$ cat src/design/vid_pkg.sv
package vid_pkg;

    typedef logic [15:0] word_t;        // vram or register word
    typedef logic [7:0]  vaddr_t;       // vram word address
    typedef logic [3:0]  color_idx_t;   // palette index
    typedef logic [11:0] rgb_t;         // 4 bits per gun, red on top
    typedef logic [1:0]  intr_t;        // one bit per source

    // same 16 bits, raw for the host, four pixels for video
    typedef union packed {
        word_t            raw;
        color_idx_t [3:0] pix;          // pix[3] is the leftmost pixel
    } vram_word_u;

    localparam int VRAM_WORDS     = 256;

    // horizontal timing, clocks
    localparam int H_ACTIVE       = 32;
    localparam int H_FRONT        = 2;
    localparam int H_SYNC         = 4;
    localparam int H_BACK         = 2;
    localparam int H_TOTAL        = H_ACTIVE + H_FRONT + H_SYNC + H_BACK;

    // vertical timing, lines
    localparam int V_ACTIVE       = 8;
    localparam int V_FRONT        = 1;
    localparam int V_SYNC         = 2;
    localparam int V_BACK         = 1;
    localparam int V_TOTAL        = V_ACTIVE + V_FRONT + V_SYNC + V_BACK;

    localparam int WORDS_PER_LINE = H_ACTIVE / 4;  // four pixels per word

    // host register numbers
    localparam logic [3:0] XM_INT_CTRL = 4'd0;  // hi byte mask, lo byte status
    localparam logic [3:0] XM_LINE_CMP = 4'd1;
    localparam logic [3:0] XM_WR_ADDR  = 4'd2;
    localparam logic [3:0] XM_DATA     = 4'd3;
    localparam logic [3:0] XM_RD_ADDR  = 4'd4;
    localparam logic [3:0] XM_PAL_ADDR = 4'd5;
    localparam logic [3:0] XM_PAL_DATA = 4'd6;

    // interrupt bits
    localparam int INTR_VBLANK    = 0;
    localparam int INTR_LINE_CMP  = 1;

endpackage

$ cat src/design/vram_bus_if.sv
`timescale 1ns/1ps

interface vram_bus_if import vid_pkg::*; ();

    logic   sel;        // request, held until ack
    logic   ack;        // single clock, rdata valid with it
    logic   wr;         // 1 = write
    vaddr_t addr;
    word_t  wdata;
    word_t  rdata;

    modport host (
        output sel, wr, addr, wdata,
        input  ack, rdata
    );

    modport arb (
        input  sel, wr, addr, wdata,
        output ack, rdata
    );

endinterface

$ cat src/design/bus_regs.sv
`timescale 1ns/1ps

module bus_regs import vid_pkg::*; (
    input  logic            clk,
    input  logic            reset_i,
    input  logic            bus_cs_n_i,     // active low select
    input  logic            bus_rd_nwr_i,   // 1 = read
    input  logic [3:0]      bus_reg_num_i,
    input  logic            bus_bytesel_i,  // 0 = even (high) byte
    input  logic [7:0]      bus_data_i,
    output logic [7:0]      bus_data_o,
    vram_bus_if.host        vram,
    output logic            pal_wr_o,
    output color_idx_t      pal_idx_o,
    output rgb_t            pal_data_o,
    output logic [7:0]      line_cmp_o,
    output intr_t           intr_mask_o,
    output intr_t           intr_clear_o,   // one clock strobe
    input  intr_t           intr_status_i
);

    logic       cs_q1;          // cs_n sampled
    logic       cs_q2;
    logic       strobe;         // one clock, just after cs_n fell
    logic       do_wr;          // odd byte write, full word ready
    logic       do_rd;
    logic       req_start;      // new vram request this clock
    logic [7:0] data_hi;        // even byte held for odd write
    word_t      wr_word;
    word_t      rd_word;
    word_t      line_cmp;
    word_t      rd_latch;       // last vram read
    vaddr_t     wr_addr;
    vaddr_t     rd_addr;
    color_idx_t pal_addr;

    assign strobe     = cs_q2 & ~cs_q1;
    assign do_wr      = strobe & ~bus_rd_nwr_i & bus_bytesel_i;
    assign do_rd      = strobe & bus_rd_nwr_i;
    assign wr_word    = {data_hi, bus_data_i};
    assign line_cmp_o = line_cmp[7:0];  // only low byte matters to video

    // data write, rd_addr write, odd data read all touch vram
    assign req_start  = (do_wr && (bus_reg_num_i == XM_DATA || bus_reg_num_i == XM_RD_ADDR))
                     || (do_rd && bus_bytesel_i && bus_reg_num_i == XM_DATA);

    always_comb begin
        case (bus_reg_num_i)
            XM_INT_CTRL: rd_word = {6'h00, intr_mask_o, 6'h00, intr_status_i};
            XM_LINE_CMP: rd_word = line_cmp;
            XM_WR_ADDR:  rd_word = {8'h00, wr_addr};
            XM_DATA:     rd_word = rd_latch;
            XM_RD_ADDR:  rd_word = {8'h00, rd_addr};
            XM_PAL_ADDR: rd_word = {12'h000, pal_addr};
            XM_PAL_DATA: rd_word = {4'h0, pal_data_o};     // last entry written
            default:     rd_word = '0;
        endcase
    end

    always_ff @(posedge clk) begin
        if (reset_i) begin
            cs_q1        <= 1'b1;
            cs_q2        <= 1'b1;
            vram.sel     <= 1'b0;
            pal_wr_o     <= 1'b0;
            intr_mask_o  <= '0;
            intr_clear_o <= '0;
            line_cmp     <= '0;
            wr_addr      <= '0;
            rd_addr      <= '0;
            pal_addr     <= '0;
        end else begin
            cs_q1        <= bus_cs_n_i;
            cs_q2        <= cs_q1;
            pal_wr_o     <= 1'b0;
            intr_clear_o <= '0;
            if (vram.ack) begin
                vram.sel <= 1'b0;
            end
            if (req_start) begin
                vram.sel <= 1'b1;       // held until ack
            end
            if (do_wr) begin
                case (bus_reg_num_i)
                    XM_INT_CTRL: begin
                        intr_mask_o  <= wr_word[9:8];
                        intr_clear_o <= wr_word[1:0];   // write 1 to clear
                    end
                    XM_LINE_CMP: line_cmp <= wr_word;
                    XM_WR_ADDR:  wr_addr  <= wr_word[7:0];
                    XM_DATA:     wr_addr  <= wr_addr + 1'b1;
                    XM_RD_ADDR:  rd_addr  <= wr_word[7:0];
                    XM_PAL_ADDR: pal_addr <= wr_word[3:0];
                    XM_PAL_DATA: begin
                        pal_wr_o <= 1'b1;
                        pal_addr <= pal_addr + 1'b1;    // wraps at 16
                    end
                    default: ;
                endcase
            end
            if (do_rd && bus_bytesel_i && bus_reg_num_i == XM_DATA) begin
                rd_addr <= rd_addr + 1'b1;              // odd byte read advances
            end
        end
    end

    always_ff @(posedge clk) begin
        if (strobe && !bus_rd_nwr_i && !bus_bytesel_i) begin
            data_hi <= bus_data_i;
        end
        if (do_rd) begin
            bus_data_o <= bus_bytesel_i ? rd_word[7:0] : rd_word[15:8];
        end
        if (vram.ack && !vram.wr) begin
            rd_latch <= vram.rdata;
        end
        if (req_start) begin
            vram.wr    <= !bus_rd_nwr_i && bus_reg_num_i == XM_DATA;
            vram.wdata <= wr_word;
            if (bus_rd_nwr_i) begin
                vram.addr <= rd_addr + 1'b1;    // refetch next word
            end else if (bus_reg_num_i == XM_DATA) begin
                vram.addr <= wr_addr;
            end else begin
                vram.addr <= wr_word[7:0];
            end
        end
        if (do_wr && bus_reg_num_i == XM_PAL_DATA) begin
            pal_idx_o  <= pal_addr;
            pal_data_o <= wr_word[11:0];
        end
    end

    // one request at a time
    assert property (@(posedge clk) disable iff (reset_i) req_start |-> !vram.sel)
        else $error("vram request issued while one is pending");

    // arbiter serves host within a fetch slot
    assert property (@(posedge clk) disable iff (reset_i) $rose(vram.sel) |-> ##[1:4] vram.ack)
        else $error("vram ack did not arrive within 4 clocks");

endmodule

$ cat src/flat_wrapper.sv
// flat-port wrapper written by rule: the top's interface ports become plain ports
module bus_regs_flat import vid_pkg::*;
  (clk, reset_i, bus_cs_n_i, bus_rd_nwr_i, bus_reg_num_i, bus_bytesel_i, bus_data_i, bus_data_o, pal_wr_o, pal_idx_o, pal_data_o, line_cmp_o, intr_mask_o, intr_clear_o, intr_status_i, vram_sel, vram_wr, vram_addr, vram_wdata, vram_ack, vram_rdata);
  vram_bus_if vram_i ();
  input  logic clk;
  input  logic reset_i;
  input  logic bus_cs_n_i;
  input  logic bus_rd_nwr_i;
  input  logic [3:0] bus_reg_num_i;
  input  logic bus_bytesel_i;
  input  logic [7:0] bus_data_i;
  output logic [7:0] bus_data_o;
  output logic pal_wr_o;
  output color_idx_t pal_idx_o;
  output rgb_t pal_data_o;
  output logic [7:0] line_cmp_o;
  output intr_t intr_mask_o;
  output intr_t intr_clear_o;
  input  intr_t intr_status_i;
  output wire logic [$bits(vram_i.sel)-1:0] vram_sel;
  output wire logic [$bits(vram_i.wr)-1:0] vram_wr;
  output wire logic [$bits(vram_i.addr)-1:0] vram_addr;
  output wire logic [$bits(vram_i.wdata)-1:0] vram_wdata;
  input wire logic [$bits(vram_i.ack)-1:0] vram_ack;
  input wire logic [$bits(vram_i.rdata)-1:0] vram_rdata;
  assign vram_sel = vram_i.sel;
  assign vram_wr = vram_i.wr;
  assign vram_addr = vram_i.addr;
  assign vram_wdata = vram_i.wdata;
  assign vram_i.ack = vram_ack;
  assign vram_i.rdata = vram_rdata;
  bus_regs u_core (.clk(clk), .reset_i(reset_i), .bus_cs_n_i(bus_cs_n_i), .bus_rd_nwr_i(bus_rd_nwr_i), .bus_reg_num_i(bus_reg_num_i), .bus_bytesel_i(bus_bytesel_i), .bus_data_i(bus_data_i), .bus_data_o(bus_data_o), .vram(vram_i), .pal_wr_o(pal_wr_o), .pal_idx_o(pal_idx_o), .pal_data_o(pal_data_o), .line_cmp_o(line_cmp_o), .intr_mask_o(intr_mask_o), .intr_clear_o(intr_clear_o), .intr_status_i(intr_status_i));
endmodule
$ cat config.mk
export PLATFORM = sky130hd
export DESIGN_NAME = bus_regs_flat
export DESIGN_NICKNAME = d
export VERILOG_FILES = /design/src/design/vid_pkg.sv /design/src/design/vram_bus_if.sv /design/src/design/bus_regs.sv /design/src/flat_wrapper.sv
export SDC_FILE = /design/constraint.sdc
export NUM_CORES = 1
export LEC_CHECK = 0
export BUFFER_PORTS_ARGS = -buffer_cell sky130_fd_sc_hd__buf_2
export CAP_MARGIN = 10
export CORE_UTILIZATION = 50
export DETAILED_ROUTE_END_ITERATION = 10
export PLACE_DENSITY_LB_ADDON = 0.25
export SYNTH_ARGS = -nofsm -noshare
export SYNTH_HDL_FRONTEND = slang
export SYNTH_SLANG_ARGS = --single-unit
export TNS_END_PERCENT = 50
$ cat constraint.sdc
create_clock -name clk -period 5.4 [get_ports clk]
set_clock_uncertainty 0.05 [all_clocks]
set_input_delay 1.08 -clock clk [delete_from_list [all_inputs] [get_ports clk]]
set_output_delay 1.08 -clock clk [all_outputs]
set_load 0.01 [all_outputs]
==> results of run 1 <==
[registers in the layout, indices dropped and copies added, names as in the netlist, 4 cells and up]
name / count
u_core.line_cmp: 16
u_core.rd_latch: 16
u_core.vram.wdata: 16
u_core.pal_data_o: 12
u_core.bus_data_o: 8
u_core.data_hi: 8
u_core.rd_addr: 8
u_core.vram.addr: 8
u_core.wr_addr: 8
u_core.pal_addr: 4
u_core.pal_idx_o: 4
[placed cells by master, fill, tap and decap left out, drive strengths merged, types with 6 or more instances in the layout]
cell / synthesis / layout
nand3: 11 / 11
a21o: 7 / 7
edfxtp: 73 / 73
clkbuf: 19 / 23
dfxtp: 44 / 44
mux2: 13 / 13
a211oi: 6 / 6
nor3b: 6 / 6
a221oi: 7 / 7
a21oi: 42 / 42
nor3: 8 / 8
a22o: 9 / 9
mux2i: 13 / 13
and2: 6 / 6
nand2: 61 / 61
nor2b: 8 / 8
nor2: 25 / 25
buf: 19 / 105
o21ai: 21 / 21
[worst max-delay path: cells and delay by family]
kind / cells / cell delay (ns)
AO/OA/AOI/OAI: 1 / 0.42
buffers and inverters: 2 / 0.69
AND/OR/NAND/NOR: 2 / 1.05
[synth_stat cells (4+ instances only)]
cell type / count / area [sq um]
edfxtp_1: 73 / 2192
nand2_1: 61 / 229.0
dfxtp_1: 44 / 880.8
a21oi_1: 42 / 210.2
nor2_1: 25 / 93.84
o21ai_0: 21 / 105.1
clkbuf_1: 19 / 71.32
mux2i_1: 13 / 130.1
nand3_1: 11 / 55.05
mux2_2: 10 / 112.6
a22o_1: 9 / 78.83
buf_2: 9 / 45.04
buf_4: 9 / 67.56
nor2b_1: 8 / 50.05
a21o_1: 7 / 52.55
a221oi_1: 7 / 61.31
nor3_1: 7 / 35.03
a211oi_1: 6 / 45.04
nor3b_1: 6 / 45.04
a311oi_1: 5 / 43.79
and2_1: 5 / 31.28
nand2b_1: 5 / 31.28
a31oi_1: 4 / 25.02
or3_1: 4 / 25.02
[logic make-up after synthesis]
group                    count (synthesis)  share of synthesized area (%)
AO/OA/AOI/OAI                          114                          14.11
XOR/XNOR                                 6                          1.010
adder cells (fa/ha/maj)                  3                         0.7211
buffers and inverters                   41                          3.965
flip-flops                             117                          59.02
multiplexers                            27                          5.816
AND/OR/NAND/NOR                        156                          15.36
[report_power, final]
group / internal, mW / leakage [nW] / switching (mW)
sequential: 0.955 / 1.00 / 0.00345
combinational: 0.0346 / 1.08 / 0.0609
clock: 0.700 / 0.272 / 0.380
total: 1.69 / 2.36 / 0.445
[routing by layer]
metal / part of all wire [%] / vias up
met5: 0 / -
met4: 1.9 / 0
met3: 8.0 / 23
met2: 47 / 189
met1: 43 / 1975
li1: - / 1880
[area by class of cell]
class | instances | area (sq um) | area share (%)
clock inverters | 8 | 100.1 | 1.588
multi-input cells | 306 | 1931 | 30.62
well taps | 133 | 166.4 | 2.639
inverters | 3 | 11.26 | 0.1786
flip-flops and latches | 117 | 3073 | 48.74
repair buffers | 105 | 546.8 | 8.672
clock buffers | 23 | 476.7 | 7.561
[per-stage QoR]
stage	hold WS, ns	util [%]	setup WS, ns
after floorplan	0.3762	-	1.711
after global placement	0.3902	57.43	1.868
after detailed placement	0.3843	57.43	1.768
after CTS	0.3986	63.22	2.319
after global routing	0.4101	63.34	2.152
final	0.3975	63.34	2.271
[how the worst min path moves through the flow]
stage / to / slack [ns] / cells past startpoint
finish: u_core.vram.wdata[15] / 0.40 / 0
global route: u_core.vram.wdata[12] / 0.41 / 0
CTS: u_core.vram.wdata[15] / 0.40 / 0
detailed placement: u_core.vram.wdata[15] / 0.38 / 0
global placement: u_core.vram.wdata[13] / 0.39 / 0
floorplan: u_core.vram.wdata[12] / 0.38 / 0
==> flow_metrics.tcl, run 1 <==
set metrics [dict create \
    slew_headroom_pct 40.37 \
    cp.arrival_ns 3.27 \
    grtUsageMet2_pct 38.90 \
    maxCapViolations 0 \
    wl_per_cell_um 19.22 \
    numClockSinks 117 \
    busiest_layer "met2" \
    cts_tree "built" \
    rsz0062_at_grt "no" \
    path_class "primary input to flop" \
    setup_tns_ns 0 \
    hpwl_mm 9.033 \
    p_total_mw 2.134 \
    synth_async_sr_flop_share_pct 0 \
    path_max_fanout 21 \
    root_buffer "clkbuf_8" \
    ff2ff_setup_slack_ns 2.78 \
    ios 99 \
    final_area_sq_mm 0.006305 \
    worstSetupStartpoint "bus_bytesel_i" \
    avgSynthCellArea_sq_um 11.22 \
    worstPathCellList "buf_2, nand4bb_1, or3_1, a21oi_2, buf_4" \
    diodes 0 \
    nFillCells 774 \
    fmax_mhz 319.6 \
    gp_congestion 0.8573 \
    via_count 4067 \
    globalRouteMet1Util_pct 34.09 \
    dp_cells 663 \
    hp-start "u_core.data_hi[7]" \
    syn_inst 464 \
    grt_overflow 0 \
    synthesis.area_sq_mm 0.005206 \
    syn_nets 503 \
    grt_max_degree 46 \
    post_synth_num_cell_types 59 \
    die_y_um 104.0 \
    first_iter_violations 275 \
    antenna_found_initial 0 \
    peakVddDrop_mv 0.2513 \
    drt_first_pass_iters 7 \
    timing.rr.start "u_core.cs_q1" \
    slew_violations 0 \
    post-route-period-util_pct 57.94 \
    finalSetupViolCount 0 \
    grt_pass1_wl_mm 20.86 \
    syn_to_final_growth_pct 21.10 \
    worstPathRequired_ns 5.54 \
    synth-main-ff-cell "edfxtp_1" \
    clk_pin_slew_worst_paths_ns 0.06 \
    worstMarginPinSlew_ns 0.8876 \
    critical_path.endpoint "u_core.vram.wdata[13]" \
    synth_seq_cells 117 \
    drive_gt1_share_pct 27.58 \
    postCtsSetupRepairBufs 0 \
    hold_path.class "flop to flop" \
    fp.dieW_um 104.0 \
    status "complete, no violations" \
    routed_wl_mm 13.36 \
    initial_core_util_pct 52.30 \
    grt_pass1_vias 3839 \
    p_per_area_mw_per_mm2 338.5 \
    core.rowCount 36 \
    cts_resized 0 \
    stdcell_count 695 \
    critical_path.max_stage_delay_ns 0.66 \
    cts_hold_buf 0 \
    min_period_ns 3.129 \
    synth_seq_area_share_pct 59.02 \
    port_buffers 98 \
    globalRouteMet3Util_pct 8.396 \
    dpl_cell_area_sq_mm 0.005717 \
    coreArea_sq_mm 0.009955 \
    slowest_stage "or3_1" \
    cp-start-kind "primary input" \
    clk_latency_ns 0.53 \
    drc 0 \
    r2r_cells 4 \
    fin_nets 589 \
    dieArea_sq_mm 0.01082 \
    cts-htree-levels 4 \
    synth_warnings 0 \
    endpoint_kind "flop" \
    cts_made_buffers 17 \
    hold_viol 0 \
    routed_via_density 5.852 \
    synth_edf_count 73 \
    grt_use_total_pct 25.69 \
    reg2reg_to "u_core.vram.wdata[13]" \
    clockBufferDepth 2 \
    power_leakage_nw 2.361 \
    ant_nets 0 \
]
Note: power is estimated with default switching activity, not from simulation.
==> run 2: changes to the inputs <==
==> constraint.sdc (replaced) <==
create_clock -name clk -period 3.1 [get_ports clk]
set_clock_uncertainty 0.05 [all_clocks]
set_input_delay 0.62 -clock clk [delete_from_list [all_inputs] [get_ports clk]]
set_output_delay 0.62 -clock clk [all_outputs]
set_load 0.01 [all_outputs]
==> run 2 against run 1 <==
Compared with the run above:
- clock power grew 76%
- final cell count grew 1.2%
- clock-buffer cell count shrank 3
==> flow_metrics.tcl, run 2 (synthesized netlist as in run 1, its figures left out) <==
set metrics [dict create \
    status "complete, no violations" \
    fin_nets 596 \
    cts-htree-levels 4 \
    cts_hold_buf 0 \
    routed_wl_mm 13.29 \
    worstMarginPinSlew_ns 0.7003 \
    postCtsSetupRepairBufs 0 \
    finalSetupViolCount 0 \
    cp.arrival_ns 2.46 \
    via_count 4061 \
    coreArea_sq_mm 0.009955 \
    power_leakage_nw 2.410 \
    post-route-period-util_pct 67.74 \
    cts_made_buffers 17 \
    met2_length_mm 6.084 \
    grt_pass1_vias 3834 \
    seqCellArea_sq_mm 0.003073 \
    slew_headroom_pct 52.65 \
    crit_buf_inv 1 \
    dp_cells 671 \
    ant_nets 0 \
    grt_overflow 0 \
    critical_path.max_stage_delay_ns 0.48 \
    ios 99 \
    hpwl_mm 8.946 \
    routed_via_density 5.777 \
    gp_congestion 0.8808 \
    slowest_stage "buf_2" \
    first_iter_violations 292 \
    maxCapViolations 0 \
    die_y_um 104.0 \
    ff2ff_setup_slack_ns 1.20 \
    worstPathCellList "buf_2, and4bb_2, nand4_1, nor2b_1, a22o_1" \
    reg_top3 "u_core.line_cmp: 16 flops, u_core.rd_latch: 16 flops, u_core.vram.wdata: 16 flops" \
    drt_first_pass_iters 5 \
    clk_latency_ns 0.52 \
    fp.dieW_um 104.0 \
    cp-start-kind "primary input" \
    grt_use_total_pct 25.46 \
    rsz0062_at_grt "no" \
    core.rowCount 36 \
    setup_tns_ns 0 \
    layout_commonest_cell "buf_2" \
    initial_core_util_pct 52.30 \
    nFillCells 808 \
    multiInputGateArea_sq_mm 0.001931 \
    grt_max_degree 29 \
    grt_pass1_wl_mm 20.65 \
    syn_to_final_growth_pct 22.09 \
    hold_path.class "primary input to flop" \
    port_buffers 98 \
    layout_common_cells "buf_2, edfxtp_1, nand2_1" \
    p_per_area_mw_per_mm2 588.8 \
    critPathTopFamily "simple AND/OR/NAND/NOR gates" \
    clk_pin_slew_worst_paths_ns 0.06 \
    drc 0 \
    peakVddDrop_mv 0.5031 \
    diodes 0 \
    cts_resized 0 \
    path_class "primary input to flop" \
    wl_per_cell_um 18.91 \
    drive_gt1_share_pct 28.25 \
    min_period_ns 2.100 \
    wl_met3_um 974 \
    root_buffer "clkbuf_8" \
    stdcell_count 703 \
    worstPathRequired_ns 3.46 \
    clockBufferDepth 2 \
    slew_violations 0 \
    numClockSinks 117 \
    hold_viol 0 \
    endpoint_kind "flop" \
    antenna_found_initial 0 \
    dieArea_sq_mm 0.01082 \
    path_max_fanout 28 \
    top_layer "met4" \
    fmax_mhz 476.2 \
    cts_tree "built" \
    routedLengthMet1_mm 5.900 \
]
[run 2: power by group]
group / switching [mW] / internal (mW)
Combinational: 0.109 / 0.0625
Clock: 0.653 / 1.25
Sequential: 0.00596 / 1.66
Total: 0.768 / 2.97
[run 2: through the flow]
step | hold WS, ns | util [%] | power, mW | worst slack [ns] | cell area (sq um)
4_1_cts | 0.1994 | 63.85 | 3.767 | 1.050 | 6356
2_1_floorplan | 0.3762 | - | 1.801 | 0.3848 | 5210
3_3_place_gp | 0.3908 | 58.03 | 1.865 | 0.5381 | 5777
5_1_grt | 0.1981 | 63.85 | 3.851 | 0.8609 | 6356
6_report | 0.2251 | 63.85 | 3.742 | 1.000 | 6356
3_5_place_dp | 0.3873 | 58.03 | 1.869 | 0.5053 | 5777
[run 2: per-layer routing]
layer  vias up  GRT usage (%)
met4         0          11.63
met1      1954          33.47
met5         -              0
met2       189          39.48
li1       1893              -
met3        25          6.642
[run 2: path summary, 6_finish.rpt]
check	from	to	cells after the start
min	vram_rdata[2]	u_core.rd_latch[2]	1
min reg2reg	u_core.data_hi[4]	u_core.vram.wdata[12]	0
max	bus_reg_num_i[1]	u_core.rd_addr[7]	5
max reg2reg	u_core.cs_q2	u_core.rd_addr[7]	4
[run 2: final cells by class]
| type | count | share of cell area (%) |
|---|---|---|
| Tap cell | 133 | 2.618 |
| Sequential cell | 117 | 48.35 |
| Clock inverter | 12 | 2.106 |
| Multi-Input combinational cell | 306 | 30.37 |
| Timing Repair Buffer | 112 | 9.370 |
| Clock buffer | 20 | 7.008 |
| Inverter | 3 | 0.1772 |
==> run 3: changes to the inputs <==
--- a/config.mk
+++ b/config.mk
@@ -5,6 +5,7 @@
 export SDC_FILE = /design/constraint.sdc
 export NUM_CORES = 1
 export LEC_CHECK = 0
+export ABC_AREA = 1
 export BUFFER_PORTS_ARGS = -buffer_cell sky130_fd_sc_hd__buf_2
 export CAP_MARGIN = 10
 export CORE_UTILIZATION = 50
==> constraint.sdc (replaced) <==
create_clock -name clk -period 2 [get_ports clk]
set_clock_uncertainty 0.05 [all_clocks]
set_input_delay 0.4 -clock clk [delete_from_list [all_inputs] [get_ports clk]]
set_output_delay 0.4 -clock clk [all_outputs]
set_load 0.01 [all_outputs]
==> run 3 against run 2 <==
Compared with the run above:
- critical path depth rose by 1
- power rose by 55%
- routed wire length is 11% higher
- flip-flop and latch count unchanged
- non-clock buffer count is 19 higher
- combinational power up 60%
- critical endpoint is now u_core.line_cmp[10]
- largest power group unchanged
==> flow_metrics.tcl, run 3 <==
set metrics [dict create \
    status "complete, no violations" \
    path_class "flop to flop" \
    cp_common_cell "inv_1" \
    synth_async_sr_flop_share_pct 0 \
    yosys-top-cells-count "nand2_1, nor2_1, edfxtp_1" \
    hold_viol 0 \
    fp.dieW_um 104.3 \
    first_iter_violations 380 \
    grt_pass1_wl_mm 22.99 \
    syn_inst 592 \
    via_count 4657 \
    slew_headroom_pct 73.07 \
    ios 99 \
    postCtsSetupRepairBufs 0 \
    core.rowCount 36 \
    cts_hold_buf 13 \
    synthesis.area_sq_mm 0.005238 \
    syn_nets 631 \
    port_buffers 98 \
    synth_seq_cells 117 \
    clk_pin_slew_worst_paths_ns 0.06 \
    grt_overflow 0 \
    clockBufferDepth 2 \
    peakVddDrop_mv 0.4827 \
    hold_ws_ns 0.01250 \
    dieArea_sq_mm 0.01089 \
    path_max_fanout 13 \
    gp_congestion 0.8953 \
    ant_nets 0 \
    avgSynthCellArea_sq_um 8.847 \
    worstPathCellList "inv_1, nand4_1, nor2_2, inv_1, o21ai_0, a21oi_1" \
    clk_latency_ns 0.52 \
    dpl_worst_slack_ns 0.1566 \
    synth-main-ff-cell "edfxtp_1" \
    power_leakage_nw 2.830 \
    fin_ws_ns 0.2911 \
    critPathTopFamily "simple AND/OR/NAND/NOR gates" \
    fmax_mhz 585.2 \
    layout_common_cells "nand2_1, buf_2, nor2_1" \
    seqCellArea_sq_mm 0.003073 \
    busiest_layer "met2" \
    drt_first_pass_iters 5 \
    post_synth_num_cell_types 28 \
    crit_buf_inv 2 \
    critical_path.max_stage_delay_ns 0.34 \
    yosysMostFrequentCell "nand2_1" \
    reg_top3 "u_core.line_cmp: 16 flops, u_core.rd_latch: 16 flops, u_core.vram.wdata: 16 flops" \
    finalSetupViolCount 0 \
    maxCapViolations 0 \
    yosysTopAreaCell "edfxtp_1" \
    cts_made_buffers 17 \
    min_period_ns 1.709 \
    hpwl_mm 10.49 \
    synth_warnings 0 \
    nFillCells 787 \
    fin_nets 754 \
    syn_to_final_growth_pct 26.52 \
    synth_edf_count 73 \
    slowest_stage "nand4_1" \
    hold_path.class "primary input to flop" \
    stdcell_count 861 \
    antenna_found_initial 0 \
    globalRouteMet1Util_pct 36.01 \
    synth_area_leaders "edfxtp_1, dfxtp_1, nand2_1, nor2_1, o21ai_0" \
    drive_gt1_share_pct 24.18 \
    cp-start-kind "flop" \
    drc 0 \
    die_y_um 104.3 \
    worstPathRequired_ns 2.34 \
    routed_via_density 5.409 \
    grt_use_total_pct 28.29 \
    p_total_mw 5.812 \
    endpoint_kind "flop" \
    routed_wl_mm 14.73 \
    post-route-period-util_pct 85.44 \
    cts-htree-levels 4 \
    diodes 0 \
    grt_max_degree 32 \
    globalRouteMet3Util_pct 5.075 \
    p_per_area_mw_per_mm2 877.1 \
    wl_per_cell_um 17.11 \
    slew_violations 0 \
    synth_seq_area_share_pct 58.67 \
    layout_commonest_cell "nand2_1" \
    coreArea_sq_mm 0.009955 \
    root_buffer "clkbuf_8" \
    grt_pass1_vias 4384 \
    cp.arrival_ns 2.05 \
    cts_tree "built" \
    cts_resized 0 \
    grtUsageMet2_pct 45.13 \
    initial_core_util_pct 52.61 \
    multiInputGateArea_sq_mm 0.001834 \
    worstMarginPinSlew_ns 0.4035 \
    dp_cells 815 \
    rsz0062_at_grt "no" \
    numClockSinks 117 \
    synth_top_area_share_pct 41.85 \
]
-- run 3: cells by family (layout without fill, tap and decap cells) --
family	count (synthesis)	count (layout)	share of synthesized area, %
AND/OR/NAND/NOR	314	314	25.32
AO/OA/AOI/OAI	79	79	7.883
adder cells (fa/ha/maj)	3	3	0.7168
XOR/XNOR	6	6	1.003
flip-flops	117	117	58.67
buffers and inverters	73	209	6.402
-- run 3: worst paths after layout --
check,startpoint,endpoint,slack (ns),cells past startpoint
worst max-delay path,u_core.cs_q1,u_core.line_cmp[10],0.29,6
worst min-delay path,vram_rdata[1],u_core.rd_latch[1],0.01,1
worst max register to register,u_core.cs_q1,u_core.line_cmp[10],0.29,6
worst min register to register,u_core.data_hi[6],u_core.vram.wdata[14],0.41,0
-- run 3: final cells by class --
type,count,area share [%]
inverter,46,2.606
sequential,117,46.37
clock buffer,20,7.213
multi-input combinational,402,27.68
tap,133,2.511
timing repair buffer,131,11.86
clock inverter,12,1.756
-- run 3: per-stage QoR --
step,instance area (sq um),utilization [%],TNS [ns]
2_1_floorplan,5243,-,-0.07036
3_3_place_gp,5892,59.19,0
3_5_place_dp,5892,59.19,0
4_1_cts,6616,66.47,0
5_1_grt,6626,66.57,0
6_report,6626,66.57,0
-- run 3: power by group --
group / internal [mW] / switching [mW] / total [mW]
clock: 1.84 / 1.11 / 2.95
combinational: 0.101 / 0.176 / 0.276
sequential: 2.58 / 0.0114 / 2.59
total: 4.52 / 1.29 / 5.81
-- run 3: per-layer routing --
| layer | vias to the layer above | part of all wire [%] |
|---|---|---|
| li1 | 2203 | - |
| met1 | 2145 | 39 |
| met2 | 265 | 48 |
| met3 | 44 | 8.2 |
| met4 | 0 | 4.2 |
| met5 | - | 0 |
